`src/hdl/sv32_arch_pkg.sv`:
```
// Sv32 architectural definitions
package sv32_arch_pkg;

    // ------------------------------------------------------------------
    // address widths
    // ------------------------------------------------------------------
    localparam int unsigned VLEN          = 32;
    localparam int unsigned PLEN          = 34;
    localparam int unsigned PPNW          = 22;
    localparam int unsigned PAGE_OFFSET_W = 12;
    localparam int unsigned VPN_W         = 20;
    // vpn0 width, the part a 4 MiB page takes from the virtual address
    localparam int unsigned MEGA_SPLIT    = 10;

    // privilege levels seen by the translation checks
    typedef enum logic [1:0] {
        PRIV_U = 2'b00,
        PRIV_S = 2'b01
    } priv_lvl_t;

    // ------------------------------------------------------------------
    // page table entry, msb first as in memory
    // ------------------------------------------------------------------
    typedef struct packed {
        logic [PPNW-1:0] ppn;
        logic [1:0]      rsw;
        logic            d;
        logic            a;
        logic            g;
        logic            u;
        logic            x;
        logic            w;
        logic            r;
        logic            v;
    } pte_t;

    // one exception with its cause and trap value
    typedef struct packed {
        logic [31:0] cause;
        logic [31:0] tval;
        logic        valid;
    } exc_t;

    // page fault causes from mcause
    localparam logic [31:0] INSTR_PAGE_FAULT = 32'd12;
    localparam logic [31:0] LOAD_PAGE_FAULT  = 32'd13;
    localparam logic [31:0] STORE_PAGE_FAULT = 32'd15;

endpackage

```
`src/hdl/tlb_pkg.sv`:
```
// TLB sizing defaults
package tlb_pkg;

    // ------------------------------------------------------------------
    // default geometry of the two first level TLBs
    // ------------------------------------------------------------------
    // entries per TLB, small and fully associative
    localparam int unsigned DEF_ITLB_ENTRIES = 2;
    localparam int unsigned DEF_DTLB_ENTRIES = 2;

    // asid width as held in satp for Sv32
    localparam int unsigned DEF_ASID_W = 9;

endpackage

```
`src/hdl/sv32_tlb.sv`:
```
// Fully associative Sv32 TLB
`timescale 1ns/10ps

module sv32_tlb #(
    parameter int unsigned ENTRIES    = 2,
    parameter int unsigned ASID_WIDTH = 1
) (
    input  logic                                  clk_i,
    input  logic                                  rst_ni,
    // flush request and its qualifiers
    input  logic                                  flush_i,
    input  logic [ASID_WIDTH-1:0]                 flush_asid_i,
    input  logic [sv32_arch_pkg::VLEN-1:0]        flush_vaddr_i,
    // refill from outside
    input  logic                                  upd_valid_i,
    input  logic [sv32_arch_pkg::VPN_W-1:0]       upd_vpn_i,
    input  logic [ASID_WIDTH-1:0]                 upd_asid_i,
    input  logic                                  upd_is_4m_i,
    input  sv32_arch_pkg::pte_t                   upd_pte_i,
    // lookup
    input  logic                                  lu_access_i,
    input  logic [ASID_WIDTH-1:0]                 lu_asid_i,
    input  logic [sv32_arch_pkg::VLEN-1:0]        lu_vaddr_i,
    output logic                                  lu_hit_o,
    output sv32_arch_pkg::pte_t                   lu_pte_o,
    output logic                                  lu_is_4m_o
);

    localparam int unsigned PTR_W = (ENTRIES > 1) ? $clog2(ENTRIES) : 1;
    localparam int unsigned VPN_W = sv32_arch_pkg::VPN_W;
    localparam int unsigned SPLIT = sv32_arch_pkg::MEGA_SPLIT;

    // tag and content arrays
    logic [ENTRIES-1:0]      valid_q;
    logic [ENTRIES-1:0]      is_4m_q;
    logic [VPN_W-1:0]        vpn_q  [ENTRIES];
    logic [ASID_WIDTH-1:0]   asid_q [ENTRIES];
    sv32_arch_pkg::pte_t     pte_q  [ENTRIES];
    // next entry to replace
    logic [PTR_W-1:0]        rr_ptr_q;

    logic [ENTRIES-1:0]      lu_match;
    logic [ENTRIES-1:0]      flush_hit;
    logic [VPN_W-1:0]        lu_vpn;
    logic [VPN_W-1:0]        fl_vpn;

    assign lu_vpn = lu_vaddr_i[sv32_arch_pkg::VLEN-1:sv32_arch_pkg::PAGE_OFFSET_W];
    assign fl_vpn = flush_vaddr_i[sv32_arch_pkg::VLEN-1:sv32_arch_pkg::PAGE_OFFSET_W];

    // vpn1 always compared, vpn0 only for 4 KiB entries
    function automatic logic page_match(input logic [VPN_W-1:0] tag,
                                        input logic             mega,
                                        input logic [VPN_W-1:0] vpn);
        return (tag[VPN_W-1:SPLIT] == vpn[VPN_W-1:SPLIT]) &&
               (mega || (tag[SPLIT-1:0] == vpn[SPLIT-1:0]));
    endfunction

    // ------------------------------------------------------------------
    // lookup and flush matching
    // ------------------------------------------------------------------
    always_comb begin : match_logic
        logic fl_page;
        logic fl_asid;
        fl_page = 1'b0;
        fl_asid = 1'b0;
        for (int unsigned i = 0; i < ENTRIES; i++) begin
            // global entries hit under any asid
            lu_match[i] = lu_access_i && valid_q[i] &&
                          page_match(vpn_q[i], is_4m_q[i], lu_vpn) &&
                          ((asid_q[i] == lu_asid_i) || pte_q[i].g);
            fl_page = page_match(vpn_q[i], is_4m_q[i], fl_vpn);
            fl_asid = (asid_q[i] == flush_asid_i);
            // four flush modes picked by which qualifiers are zero
            unique case ({flush_vaddr_i == '0, flush_asid_i == '0})
                2'b11:   flush_hit[i] = flush_i;
                2'b10:   flush_hit[i] = flush_i && fl_asid && !pte_q[i].g;
                2'b01:   flush_hit[i] = flush_i && fl_page;
                default: flush_hit[i] = flush_i && fl_page && fl_asid && !pte_q[i].g;
            endcase
        end
    end

    // content of the matching entry
    always_comb begin : lookup_mux
        lu_pte_o   = '0;
        lu_is_4m_o = 1'b0;
        for (int unsigned i = 0; i < ENTRIES; i++) begin
            if (lu_match[i]) begin
                lu_pte_o   = pte_q[i];
                lu_is_4m_o = is_4m_q[i];
            end
        end
    end

    assign lu_hit_o = |lu_match;

    // ------------------------------------------------------------------
    // valid bits and replacement pointer
    // ------------------------------------------------------------------
    always_ff @(posedge clk_i or negedge rst_ni) begin
        if (!rst_ni) begin
            valid_q  <= '0;
            rr_ptr_q <= '0;
        end else begin
            // flush first, a refill in the same cycle still lands
            valid_q <= valid_q & ~flush_hit;
            if (upd_valid_i) begin
                valid_q[rr_ptr_q] <= 1'b1;
                rr_ptr_q <= (rr_ptr_q == PTR_W'(ENTRIES - 1)) ? '0 : rr_ptr_q + 1'b1;
            end
        end
    end

    // tag and pte payload
    always_ff @(posedge clk_i) begin
        if (upd_valid_i) begin
            vpn_q[rr_ptr_q]   <= upd_vpn_i;
            asid_q[rr_ptr_q]  <= upd_asid_i;
            is_4m_q[rr_ptr_q] <= upd_is_4m_i;
            pte_q[rr_ptr_q]   <= upd_pte_i;
        end
    end

    // refills never place two entries on the same page
    single_match_a: assert property (@(posedge clk_i) disable iff (!rst_ni)
        lu_hit_o |-> $onehot0(lu_match));

endmodule

```
`src/hdl/instr_xlate.sv`:
```
// Fetch address translation
`timescale 1ns/10ps

module instr_xlate (
    input  logic                              enable_translation_i,
    input  sv32_arch_pkg::priv_lvl_t          priv_lvl_i,
    input  logic                              fetch_req_i,
    input  logic [sv32_arch_pkg::VLEN-1:0]    fetch_vaddr_i,
    // itlb lookup result
    input  logic                              tlb_hit_i,
    input  sv32_arch_pkg::pte_t               tlb_pte_i,
    input  logic                              tlb_is_4m_i,
    // response, same cycle as the request
    output logic                              fetch_valid_o,
    output logic [sv32_arch_pkg::PLEN-1:0]    fetch_paddr_o,
    output sv32_arch_pkg::exc_t               fetch_ex_o,
    output logic                              itlb_miss_o
);

    localparam int unsigned OFS = sv32_arch_pkg::PAGE_OFFSET_W;

    logic iaccess_err;

    // user page from S mode, or supervisor page from U mode
    assign iaccess_err = ((priv_lvl_i == sv32_arch_pkg::PRIV_U) && !tlb_pte_i.u) ||
                         ((priv_lvl_i == sv32_arch_pkg::PRIV_S) && tlb_pte_i.u);

    always_comb begin : fetch_xlate
        // bare mode, address goes straight through
        fetch_valid_o = fetch_req_i;
        fetch_paddr_o = {{(sv32_arch_pkg::PLEN - sv32_arch_pkg::VLEN){1'b0}}, fetch_vaddr_i};
        fetch_ex_o    = '0;
        if (enable_translation_i) begin
            // held back until the itlb hits
            fetch_valid_o = fetch_req_i && tlb_hit_i;
            fetch_paddr_o = {tlb_pte_i.ppn, fetch_vaddr_i[OFS-1:0]};
            // megapage keeps vpn0 of the virtual address
            if (tlb_is_4m_i) begin
                fetch_paddr_o[OFS +: sv32_arch_pkg::MEGA_SPLIT] =
                    fetch_vaddr_i[OFS +: sv32_arch_pkg::MEGA_SPLIT];
            end
            if (fetch_valid_o && iaccess_err) begin
                fetch_ex_o.cause = sv32_arch_pkg::INSTR_PAGE_FAULT;
                fetch_ex_o.tval  = fetch_vaddr_i;
                fetch_ex_o.valid = 1'b1;
            end
        end
    end

    // counted only for translated fetches
    assign itlb_miss_o = enable_translation_i && fetch_req_i && !tlb_hit_i;

    // an exception always comes with a valid fetch response
    fetch_ex_valid_a: assert final (!fetch_ex_o.valid || fetch_valid_o);

endmodule

```
`src/hdl/data_xlate.sv`:
```
// Load and store address translation
`timescale 1ns/10ps

module data_xlate (
    input  logic                              clk_i,
    input  logic                              rst_ni,
    input  logic                              en_ld_st_translation_i,
    input  sv32_arch_pkg::priv_lvl_t          ld_st_priv_lvl_i,
    input  logic                              sum_i,
    // request from the LSU
    input  logic                              lsu_req_i,
    input  logic [sv32_arch_pkg::VLEN-1:0]    lsu_vaddr_i,
    input  logic                              lsu_is_store_i,
    input  sv32_arch_pkg::exc_t               misaligned_ex_i,
    // dtlb lookup result
    input  logic                              tlb_hit_i,
    input  sv32_arch_pkg::pte_t               tlb_pte_i,
    input  logic                              tlb_is_4m_i,
    // request cycle
    output logic                              lsu_dtlb_hit_o,
    output logic [sv32_arch_pkg::PPNW-1:0]    lsu_dtlb_ppn_o,
    // one cycle later
    output logic                              lsu_valid_o,
    output logic [sv32_arch_pkg::PLEN-1:0]    lsu_paddr_o,
    output sv32_arch_pkg::exc_t               lsu_exc_o,
    output logic                              dtlb_miss_o
);

    localparam int unsigned OFS   = sv32_arch_pkg::PAGE_OFFSET_W;
    localparam int unsigned SPLIT = sv32_arch_pkg::MEGA_SPLIT;

    logic                           req_q;
    logic                           hit_q;
    sv32_arch_pkg::exc_t            mis_ex_q;
    logic [sv32_arch_pkg::VLEN-1:0] vaddr_q;
    logic                           is_store_q;
    sv32_arch_pkg::pte_t            pte_q;
    logic                           is_4m_q;
    logic                           daccess_err;

    // ------------------------------------------------------------------
    // request cycle, early hit and ppn for the LSU
    // ------------------------------------------------------------------
    always_comb begin : early_ppn
        lsu_dtlb_hit_o = 1'b1;
        lsu_dtlb_ppn_o = {{(sv32_arch_pkg::PPNW - sv32_arch_pkg::VPN_W){1'b0}},
                          lsu_vaddr_i[sv32_arch_pkg::VLEN-1:OFS]};
        if (en_ld_st_translation_i) begin
            lsu_dtlb_hit_o = tlb_hit_i;
            lsu_dtlb_ppn_o = tlb_pte_i.ppn;
            if (tlb_is_4m_i) begin
                lsu_dtlb_ppn_o[SPLIT-1:0] = lsu_vaddr_i[OFS +: SPLIT];
            end
        end
    end

    assign dtlb_miss_o = en_ld_st_translation_i && lsu_req_i && !tlb_hit_i;

    // ------------------------------------------------------------------
    // stage register
    // ------------------------------------------------------------------
    always_ff @(posedge clk_i or negedge rst_ni) begin
        if (!rst_ni) begin
            req_q    <= 1'b0;
            hit_q    <= 1'b0;
            mis_ex_q <= '0;
        end else begin
            req_q          <= lsu_req_i;
            hit_q          <= tlb_hit_i;
            mis_ex_q       <= misaligned_ex_i;
            // no request, no misaligned trap
            mis_ex_q.valid <= misaligned_ex_i.valid && lsu_req_i;
        end
    end

    always_ff @(posedge clk_i) begin
        vaddr_q    <= lsu_vaddr_i;
        is_store_q <= lsu_is_store_i;
        pte_q      <= tlb_pte_i;
        is_4m_q    <= tlb_is_4m_i;
    end

    // user page from S mode without SUM, or supervisor page from U mode
    assign daccess_err = ((ld_st_priv_lvl_i == sv32_arch_pkg::PRIV_S) && !sum_i && pte_q.u) ||
                         ((ld_st_priv_lvl_i == sv32_arch_pkg::PRIV_U) && !pte_q.u);

    // ------------------------------------------------------------------
    // response cycle
    // ------------------------------------------------------------------
    always_comb begin : response
        lsu_valid_o = req_q;
        lsu_paddr_o = {{(sv32_arch_pkg::PLEN - sv32_arch_pkg::VLEN){1'b0}}, vaddr_q};
        lsu_exc_o   = mis_ex_q;
        // misaligned trap wins over any translation result
        if (en_ld_st_translation_i && !mis_ex_q.valid) begin
            lsu_valid_o = req_q && hit_q;
            lsu_paddr_o = {pte_q.ppn, vaddr_q[OFS-1:0]};
            if (is_4m_q) begin
                lsu_paddr_o[OFS +: SPLIT] = vaddr_q[OFS +: SPLIT];
            end
            if (lsu_valid_o) begin
                // stores also need write permission and a set dirty bit
                if (is_store_q && (!pte_q.w || !pte_q.d || daccess_err)) begin
                    lsu_exc_o = '{cause: sv32_arch_pkg::STORE_PAGE_FAULT,
                                  tval:  vaddr_q, valid: 1'b1};
                end else if (!is_store_q && daccess_err) begin
                    lsu_exc_o = '{cause: sv32_arch_pkg::LOAD_PAGE_FAULT,
                                  tval:  vaddr_q, valid: 1'b1};
                end
            end
        end
    end

    // a response always belongs to the request of the cycle before
    no_req_no_valid_a: assert property (@(posedge clk_i) disable iff (!rst_ni)
        !lsu_req_i |=> !lsu_valid_o);

endmodule

```
`src/hdl/sv32_mmu.sv`:
```
// Sv32 MMU top level
`timescale 1ns/10ps

module sv32_mmu #(
    parameter int unsigned INSTR_TLB_ENTRIES = tlb_pkg::DEF_ITLB_ENTRIES,
    parameter int unsigned DATA_TLB_ENTRIES  = tlb_pkg::DEF_DTLB_ENTRIES,
    parameter int unsigned ASID_WIDTH        = tlb_pkg::DEF_ASID_W
) (
    input  logic                              clk_i,
    input  logic                              rst_ni,
    // translation control from the CSRs
    input  logic                              enable_translation_i,
    input  logic                              en_ld_st_translation_i,
    input  sv32_arch_pkg::priv_lvl_t          priv_lvl_i,
    input  sv32_arch_pkg::priv_lvl_t          ld_st_priv_lvl_i,
    input  logic                              sum_i,
    input  logic [ASID_WIDTH-1:0]             asid_i,
    // sfence.vma
    input  logic                              flush_tlb_i,
    input  logic [ASID_WIDTH-1:0]             flush_asid_i,
    input  logic [sv32_arch_pkg::VLEN-1:0]    flush_vaddr_i,
    // refill, stands in for a page table walker
    input  logic                              refill_valid_i,
    input  logic                              refill_is_instr_i,
    input  logic [sv32_arch_pkg::VPN_W-1:0]   refill_vpn_i,
    input  logic [ASID_WIDTH-1:0]             refill_asid_i,
    input  logic                              refill_is_4m_i,
    input  sv32_arch_pkg::pte_t               refill_pte_i,
    // fetch side
    input  logic                              fetch_req_i,
    input  logic [sv32_arch_pkg::VLEN-1:0]    fetch_vaddr_i,
    output logic                              fetch_valid_o,
    output logic [sv32_arch_pkg::PLEN-1:0]    fetch_paddr_o,
    output sv32_arch_pkg::exc_t               fetch_ex_o,
    // load/store side
    input  logic                              lsu_req_i,
    input  logic [sv32_arch_pkg::VLEN-1:0]    lsu_vaddr_i,
    input  logic                              lsu_is_store_i,
    input  sv32_arch_pkg::exc_t               misaligned_ex_i,
    output logic                              lsu_dtlb_hit_o,
    output logic [sv32_arch_pkg::PPNW-1:0]    lsu_dtlb_ppn_o,
    output logic                              lsu_valid_o,
    output logic [sv32_arch_pkg::PLEN-1:0]    lsu_paddr_o,
    output sv32_arch_pkg::exc_t               lsu_exc_o,
    // performance counters
    output logic                              itlb_miss_o,
    output logic                              dtlb_miss_o
);

    logic                itlb_upd_valid;
    logic                dtlb_upd_valid;
    logic                itlb_hit;
    sv32_arch_pkg::pte_t itlb_pte;
    logic                itlb_is_4m;
    logic                dtlb_hit;
    sv32_arch_pkg::pte_t dtlb_pte;
    logic                dtlb_is_4m;

    // one refill port, steered to one side
    assign itlb_upd_valid = refill_valid_i && refill_is_instr_i;
    assign dtlb_upd_valid = refill_valid_i && !refill_is_instr_i;

    // ------------------------------------------------------------------
    // TLBs
    // ------------------------------------------------------------------
    sv32_tlb #(.ENTRIES(INSTR_TLB_ENTRIES), .ASID_WIDTH(ASID_WIDTH)) i_itlb (
        .clk_i, .rst_ni,
        .flush_i      (flush_tlb_i),
        .flush_asid_i, .flush_vaddr_i,
        .upd_valid_i  (itlb_upd_valid),
        .upd_vpn_i    (refill_vpn_i),
        .upd_asid_i   (refill_asid_i),
        .upd_is_4m_i  (refill_is_4m_i),
        .upd_pte_i    (refill_pte_i),
        .lu_access_i  (fetch_req_i),
        .lu_asid_i    (asid_i),
        .lu_vaddr_i   (fetch_vaddr_i),
        .lu_hit_o     (itlb_hit),
        .lu_pte_o     (itlb_pte),
        .lu_is_4m_o   (itlb_is_4m)
    );

    sv32_tlb #(.ENTRIES(DATA_TLB_ENTRIES), .ASID_WIDTH(ASID_WIDTH)) i_dtlb (
        .clk_i, .rst_ni,
        .flush_i      (flush_tlb_i),
        .flush_asid_i, .flush_vaddr_i,
        .upd_valid_i  (dtlb_upd_valid),
        .upd_vpn_i    (refill_vpn_i),
        .upd_asid_i   (refill_asid_i),
        .upd_is_4m_i  (refill_is_4m_i),
        .upd_pte_i    (refill_pte_i),
        .lu_access_i  (lsu_req_i),
        .lu_asid_i    (asid_i),
        .lu_vaddr_i   (lsu_vaddr_i),
        .lu_hit_o     (dtlb_hit),
        .lu_pte_o     (dtlb_pte),
        .lu_is_4m_o   (dtlb_is_4m)
    );

    // ------------------------------------------------------------------
    // translation paths
    // ------------------------------------------------------------------
    instr_xlate i_instr_xlate (
        .enable_translation_i, .priv_lvl_i, .fetch_req_i, .fetch_vaddr_i,
        .tlb_hit_i    (itlb_hit),
        .tlb_pte_i    (itlb_pte),
        .tlb_is_4m_i  (itlb_is_4m),
        .fetch_valid_o, .fetch_paddr_o, .fetch_ex_o, .itlb_miss_o
    );

    data_xlate i_data_xlate (
        .clk_i, .rst_ni,
        .en_ld_st_translation_i, .ld_st_priv_lvl_i, .sum_i,
        .lsu_req_i, .lsu_vaddr_i, .lsu_is_store_i, .misaligned_ex_i,
        .tlb_hit_i    (dtlb_hit),
        .tlb_pte_i    (dtlb_pte),
        .tlb_is_4m_i  (dtlb_is_4m),
        .lsu_dtlb_hit_o, .lsu_dtlb_ppn_o,
        .lsu_valid_o, .lsu_paddr_o, .lsu_exc_o, .dtlb_miss_o
    );

endmodule

```
`config.mk`:
```
export PLATFORM = sky130hd
export DESIGN_NAME = sv32_mmu
export DESIGN_NICKNAME = d
export VERILOG_FILES = /design/src/hdl/sv32_arch_pkg.sv /design/src/hdl/tlb_pkg.sv /design/src/hdl/sv32_tlb.sv /design/src/hdl/instr_xlate.sv /design/src/hdl/data_xlate.sv /design/src/hdl/sv32_mmu.sv
export SDC_FILE = /design/constraint.sdc
export NUM_CORES = 1
export LEC_CHECK = 0
export CORE_AREA = 2 2 189 191
export DETAILED_ROUTE_END_ITERATION = 7
export DIE_AREA = 0 0 191 193
export DONT_BUFFER_PORTS = 1
export GPL_TIMING_DRIVEN = 0
export RECOVER_POWER = 50
export SLEW_MARGIN = 20
export SYNTH_ARGS = -nofsm -noshare
export SYNTH_HDL_FRONTEND = slang
export SYNTH_SLANG_ARGS = --single-unit
```
`constraint.sdc`:
```
create_clock -name clk_i -period 4.3 [get_ports clk_i]
set_clock_uncertainty 0.15 [all_clocks]
set_input_delay 0.86 -clock clk_i [delete_from_list [all_inputs] [get_ports clk_i]]
set_output_delay 0.86 -clock clk_i [all_outputs]
set_load 0.05 [all_outputs]
```
==> metrics.md <==
| Metric | Value |
|---|---|
| Outcome | complete, but fails checks |
| Failing checks | max-capacitance violations, max-slew violations, negative setup slack |
| Share of cells above drive strength 1 | around a quarter |
| Routability cong. | 0.8901 |
| Buf/Inv on CP | 3 |
| #FFs+latches synth | 352 |
| Tmin final | ~4400 ps |
| Seq/Total Area, Yosys | between 60 and 70% |
| Vias in the first global route | 10240 |
| Grt total ovfl | 0 |
| Psw | roughly 2.3 mW |
| Power share of the combinational group | between 10% and 20% |
| Sequential Power Share | between 40 and 50% |
| Syn Inst Count | around 1200 |
| Reg-to-Reg End | i_data_xlate.pte_q[15]$_DFF_P_ |
| CTS Buf Count | 39 |
| Total Die Area | 0.03686 sq mm |
| Hold EP | i_data_xlate.vaddr_q[29]$_DFF_P_ |
| # IOs | ~480 |
| Core area | 0.03496 sq mm |
| Final WL | just over 50000 um |
| Yosys warnings | 0 |
| Reg2reg start | i_dtlb.vpn_q[0][15]$_DFFE_PP_ |
| DP HPWL | 39020 um |
| Clock network fraction of design power | 37.5% |
| Power Total | approximately 8.6 mW |
| Worst-Margin Slew | 2018 ps |
| Final slew viol count | 74 |
| Most used DFF post-synth | edfxtp_1 |
| Total iterations of the first detailed-routing run | 5 |
| Global-route wire length before repair | 70900 um |
| Post-DR wirelength/cell | ~28 um |
| Crit path largest cell delay | 790 ps |
| Vias | 10400 |
| Die W | 191 um |
| Hold Path Depth | 0 |
| Overall routing resource usage | 26.80% |
| FF-to-FF setup slack | roughly 1700 ps |
| Synthesized area | 0.01583 sq mm |
| Commonest non-fill, non-tap cell in the layout | edfxtp_1 |
| Post-route setup slack | -131.9 ps |
| Post-synth EDFFs | 220 |
| FP Rows | between 60 and 70 |
| Port bufs | 0 |
| Sw Ratio | 27.31% |
| RSZ-0062 raised after global routing | yes |
| Final hold violations | 0 |
| CP max stage cell | nor4_4 |
| Max-Cap Viols | 1 |
| CP Max Fanout | 4 |
| Remaining DRCs | 0 |
| CTS tree | built |
| Starting density of the core | 45.27% |
| Most frequent cells in the layout | edfxtp_1 (220), xor2_1 (132), xnor2_1 (101), buf_4 (85), dfrtp_1 (73) |
| Fin crit share | 103.1% |
| Post-DRT Antenna Nets | 0 |
| Synth unique cells | 47 |
| Largest net degree at the start of global routing | 74 |
| Crit-path cells | xor2_1, nor4_2, a41oi_2, nor3_4, buf_12, a311oi_4, buf_6, nor4_4, buf_6 |
| Clock edge transition at the registers on the reported setup and hold paths | 60 ps |
| Tightest Hold Check Type | input pin to flip-flop |
| Vias/cell | approximately 5.6 |
| Async S/R FF share, synth | between 20% and 30% |
| Worst-Skew Late Latency | about 540 ps |
| Cell Int Power | approximately 6.3 mW |
| Pleak | between 6 and 7 nW |
| CP delay by family, top | simple AND/OR/NAND/NOR gates |
| Root Driver | clkbuf_16 |
| PD cells | 438.7 mW/mm^2 |
| Setup slack at placement | -1109 ps |
| Max frequency | between 200 and 250 MHz |
| Bufs on Longest Clock Path | 3 |
| Crit-path most repeated cell | buf_6 |
| Setup violations, final | 8 |
| Final core occ | 56.08% |
| Startpoint types | flip-flop |
| Reg2reg path depth | 8 |
| CTS HTree Levels | 2 |
| Slew headroom | -34.51% |
| Initial antenna violation count | 13 |
| Hold_sp | lsu_vaddr_i[29] |
| DRT iter0 DRCs | 725 |
| Worst EP arrival | about 3400 ps |
| Area grow syn2layout | 23.86% |
| Sum of negative setup slack | -532.0 ps |
| Setup crit end kind | output port |
| Max VDD drop | 0.3215 mV |
| Die Ht | roughly 190 um |
| Worst EP required | 3290 ps |
| Clock sink total | between 300 and 400 |
| Crit Path Class | flip-flop to output port |
| Syn_area_per_cell | 12.82 sq um |
| Fin nets | 1612 |
[layout make-up]
cell class,count,area (sq um)
multi-input cells,760,6561
clock inverters,10,76.32
plain buffers,129,853.3
fillers,2872,15360
inverters,20,75.07
diodes,4,10.01
flip-flops and latches,352,9614
clock buffers,61,1162
well taps,461,576.8
repair buffers,54,678.2
[flip-flops by register name, summed over array words and instances, names as in the netlist, 2 cells and up]
register	flops
i_itlb.pte_q	48
i_itlb.vpn_q	40
i_itlb.valid_q	2
i_itlb.is_4m_q	2
i_itlb.asid_q	18
i_data_xlate.pte_q	25
i_data_xlate.mis_ex_q	65
i_dtlb.valid_q	2
i_dtlb.asid_q	18
i_dtlb.pte_q	52
i_dtlb.is_4m_q	2
i_dtlb.vpn_q	40
i_data_xlate.vaddr_q	32
[power groups by stage]
stage	registers (mW)	clock network, mW	logic [mW]
after floorplan	4.10	0	0.902
after global placement	4.15	0	1.09
after detailed placement	4.13	0	1.17
after CTS	4.06	3.27	1.27
after global routing	4.09	3.42	1.39
final	4.06	3.23	1.31
[what timing repair did]
item | in CTS | in global routing
cloned | 2 | 2
hold buffers | 1 | 0
setup endpoints to repair | 93 | 98
pin swaps | 18 | 28
endpoints found under the hold margin | 73 | 0
buffers inserted | 15 | 27
resized for setup | 103 | 62
[cell families (layout without fill, tap and decap cells)]
group / count (synthesis) / in the layout / share of synthesized area [%]
multiplexers: 72 / 72 / 5.043
flip-flops: 352 / 352 / 60.73
other: 1 / 34 / 0.02369
AO/OA/AOI/OAI: 75 / 75 / 3.541
buffers and inverters: 152 / 274 / 5.272
AND/OR/NAND/NOR: 349 / 349 / 12.44
XOR/XNOR: 234 / 234 / 12.95
[routing by layer]
layer / vias up / global-route usage [%] / wire [um]
met5: - / 0 / 0
met3: 89 / 6.860 / 4017
met2: 482 / 49.08 / 27310
met4: 0 / 7.454 / 1384
met1: 5228 / 31.02 / 18690
li1: 4599 / - / -
[through the flow]
step	area (sq um)	hold WS [ps]	std cells
after global routing	19610	172.4	1850
after floorplan	15990	258.1	1264
final	19610	192.6	1851
after global placement	16560	265.0	1725
after detailed placement	17020	265.3	1733
after CTS	19070	71.50	1820
[Yosys cell counts (all sizes together) (20+ instances only)]
cell type | number | area (sq um)
dfrtp | 73 | 1827
nand3b | 22 | 165.2
dfxtp | 59 | 1181
and2 | 31 | 193.9
clkbuf | 62 | 232.7
inv | 20 | 75.07
nand4 | 44 | 275.3
a31oi | 32 | 200.2
nand3 | 35 | 175.2
nor3 | 43 | 270.3
xnor2 | 101 | 884.6
xor2 | 133 | 1165
edfxtp | 220 | 6606
nor4 | 44 | 281.5
nor2 | 38 | 142.6
nand2 | 57 | 214.0
mux2 | 62 | 698.2
buf | 70 | 526.8
[worst max path at each step]
stage / startpoint / to / slack (ps) / depth (start not counted)
2_1_floorplan: asid_i[7] / fetch_ex_o[12] / -160 / 7
3_3_place_gp: asid_i[7] / fetch_ex_o[12] / -1420 / 7
3_5_place_dp: lsu_vaddr_i[27] / lsu_dtlb_ppn_o[21] / -1110 / 8
4_1_cts: i_itlb.asid_q[0][5]$_DFFE_PP_ / fetch_ex_o[36] / -180 / 8
5_1_grt: i_itlb.vpn_q[0][4]$_DFFE_PP_ / fetch_ex_o[35] / -280 / 9
6_report: i_itlb.vpn_q[0][0]$_DFFE_PP_ / fetch_ex_o[36] / -130 / 9
Note: power is estimated with default switching activity, not from simulation.
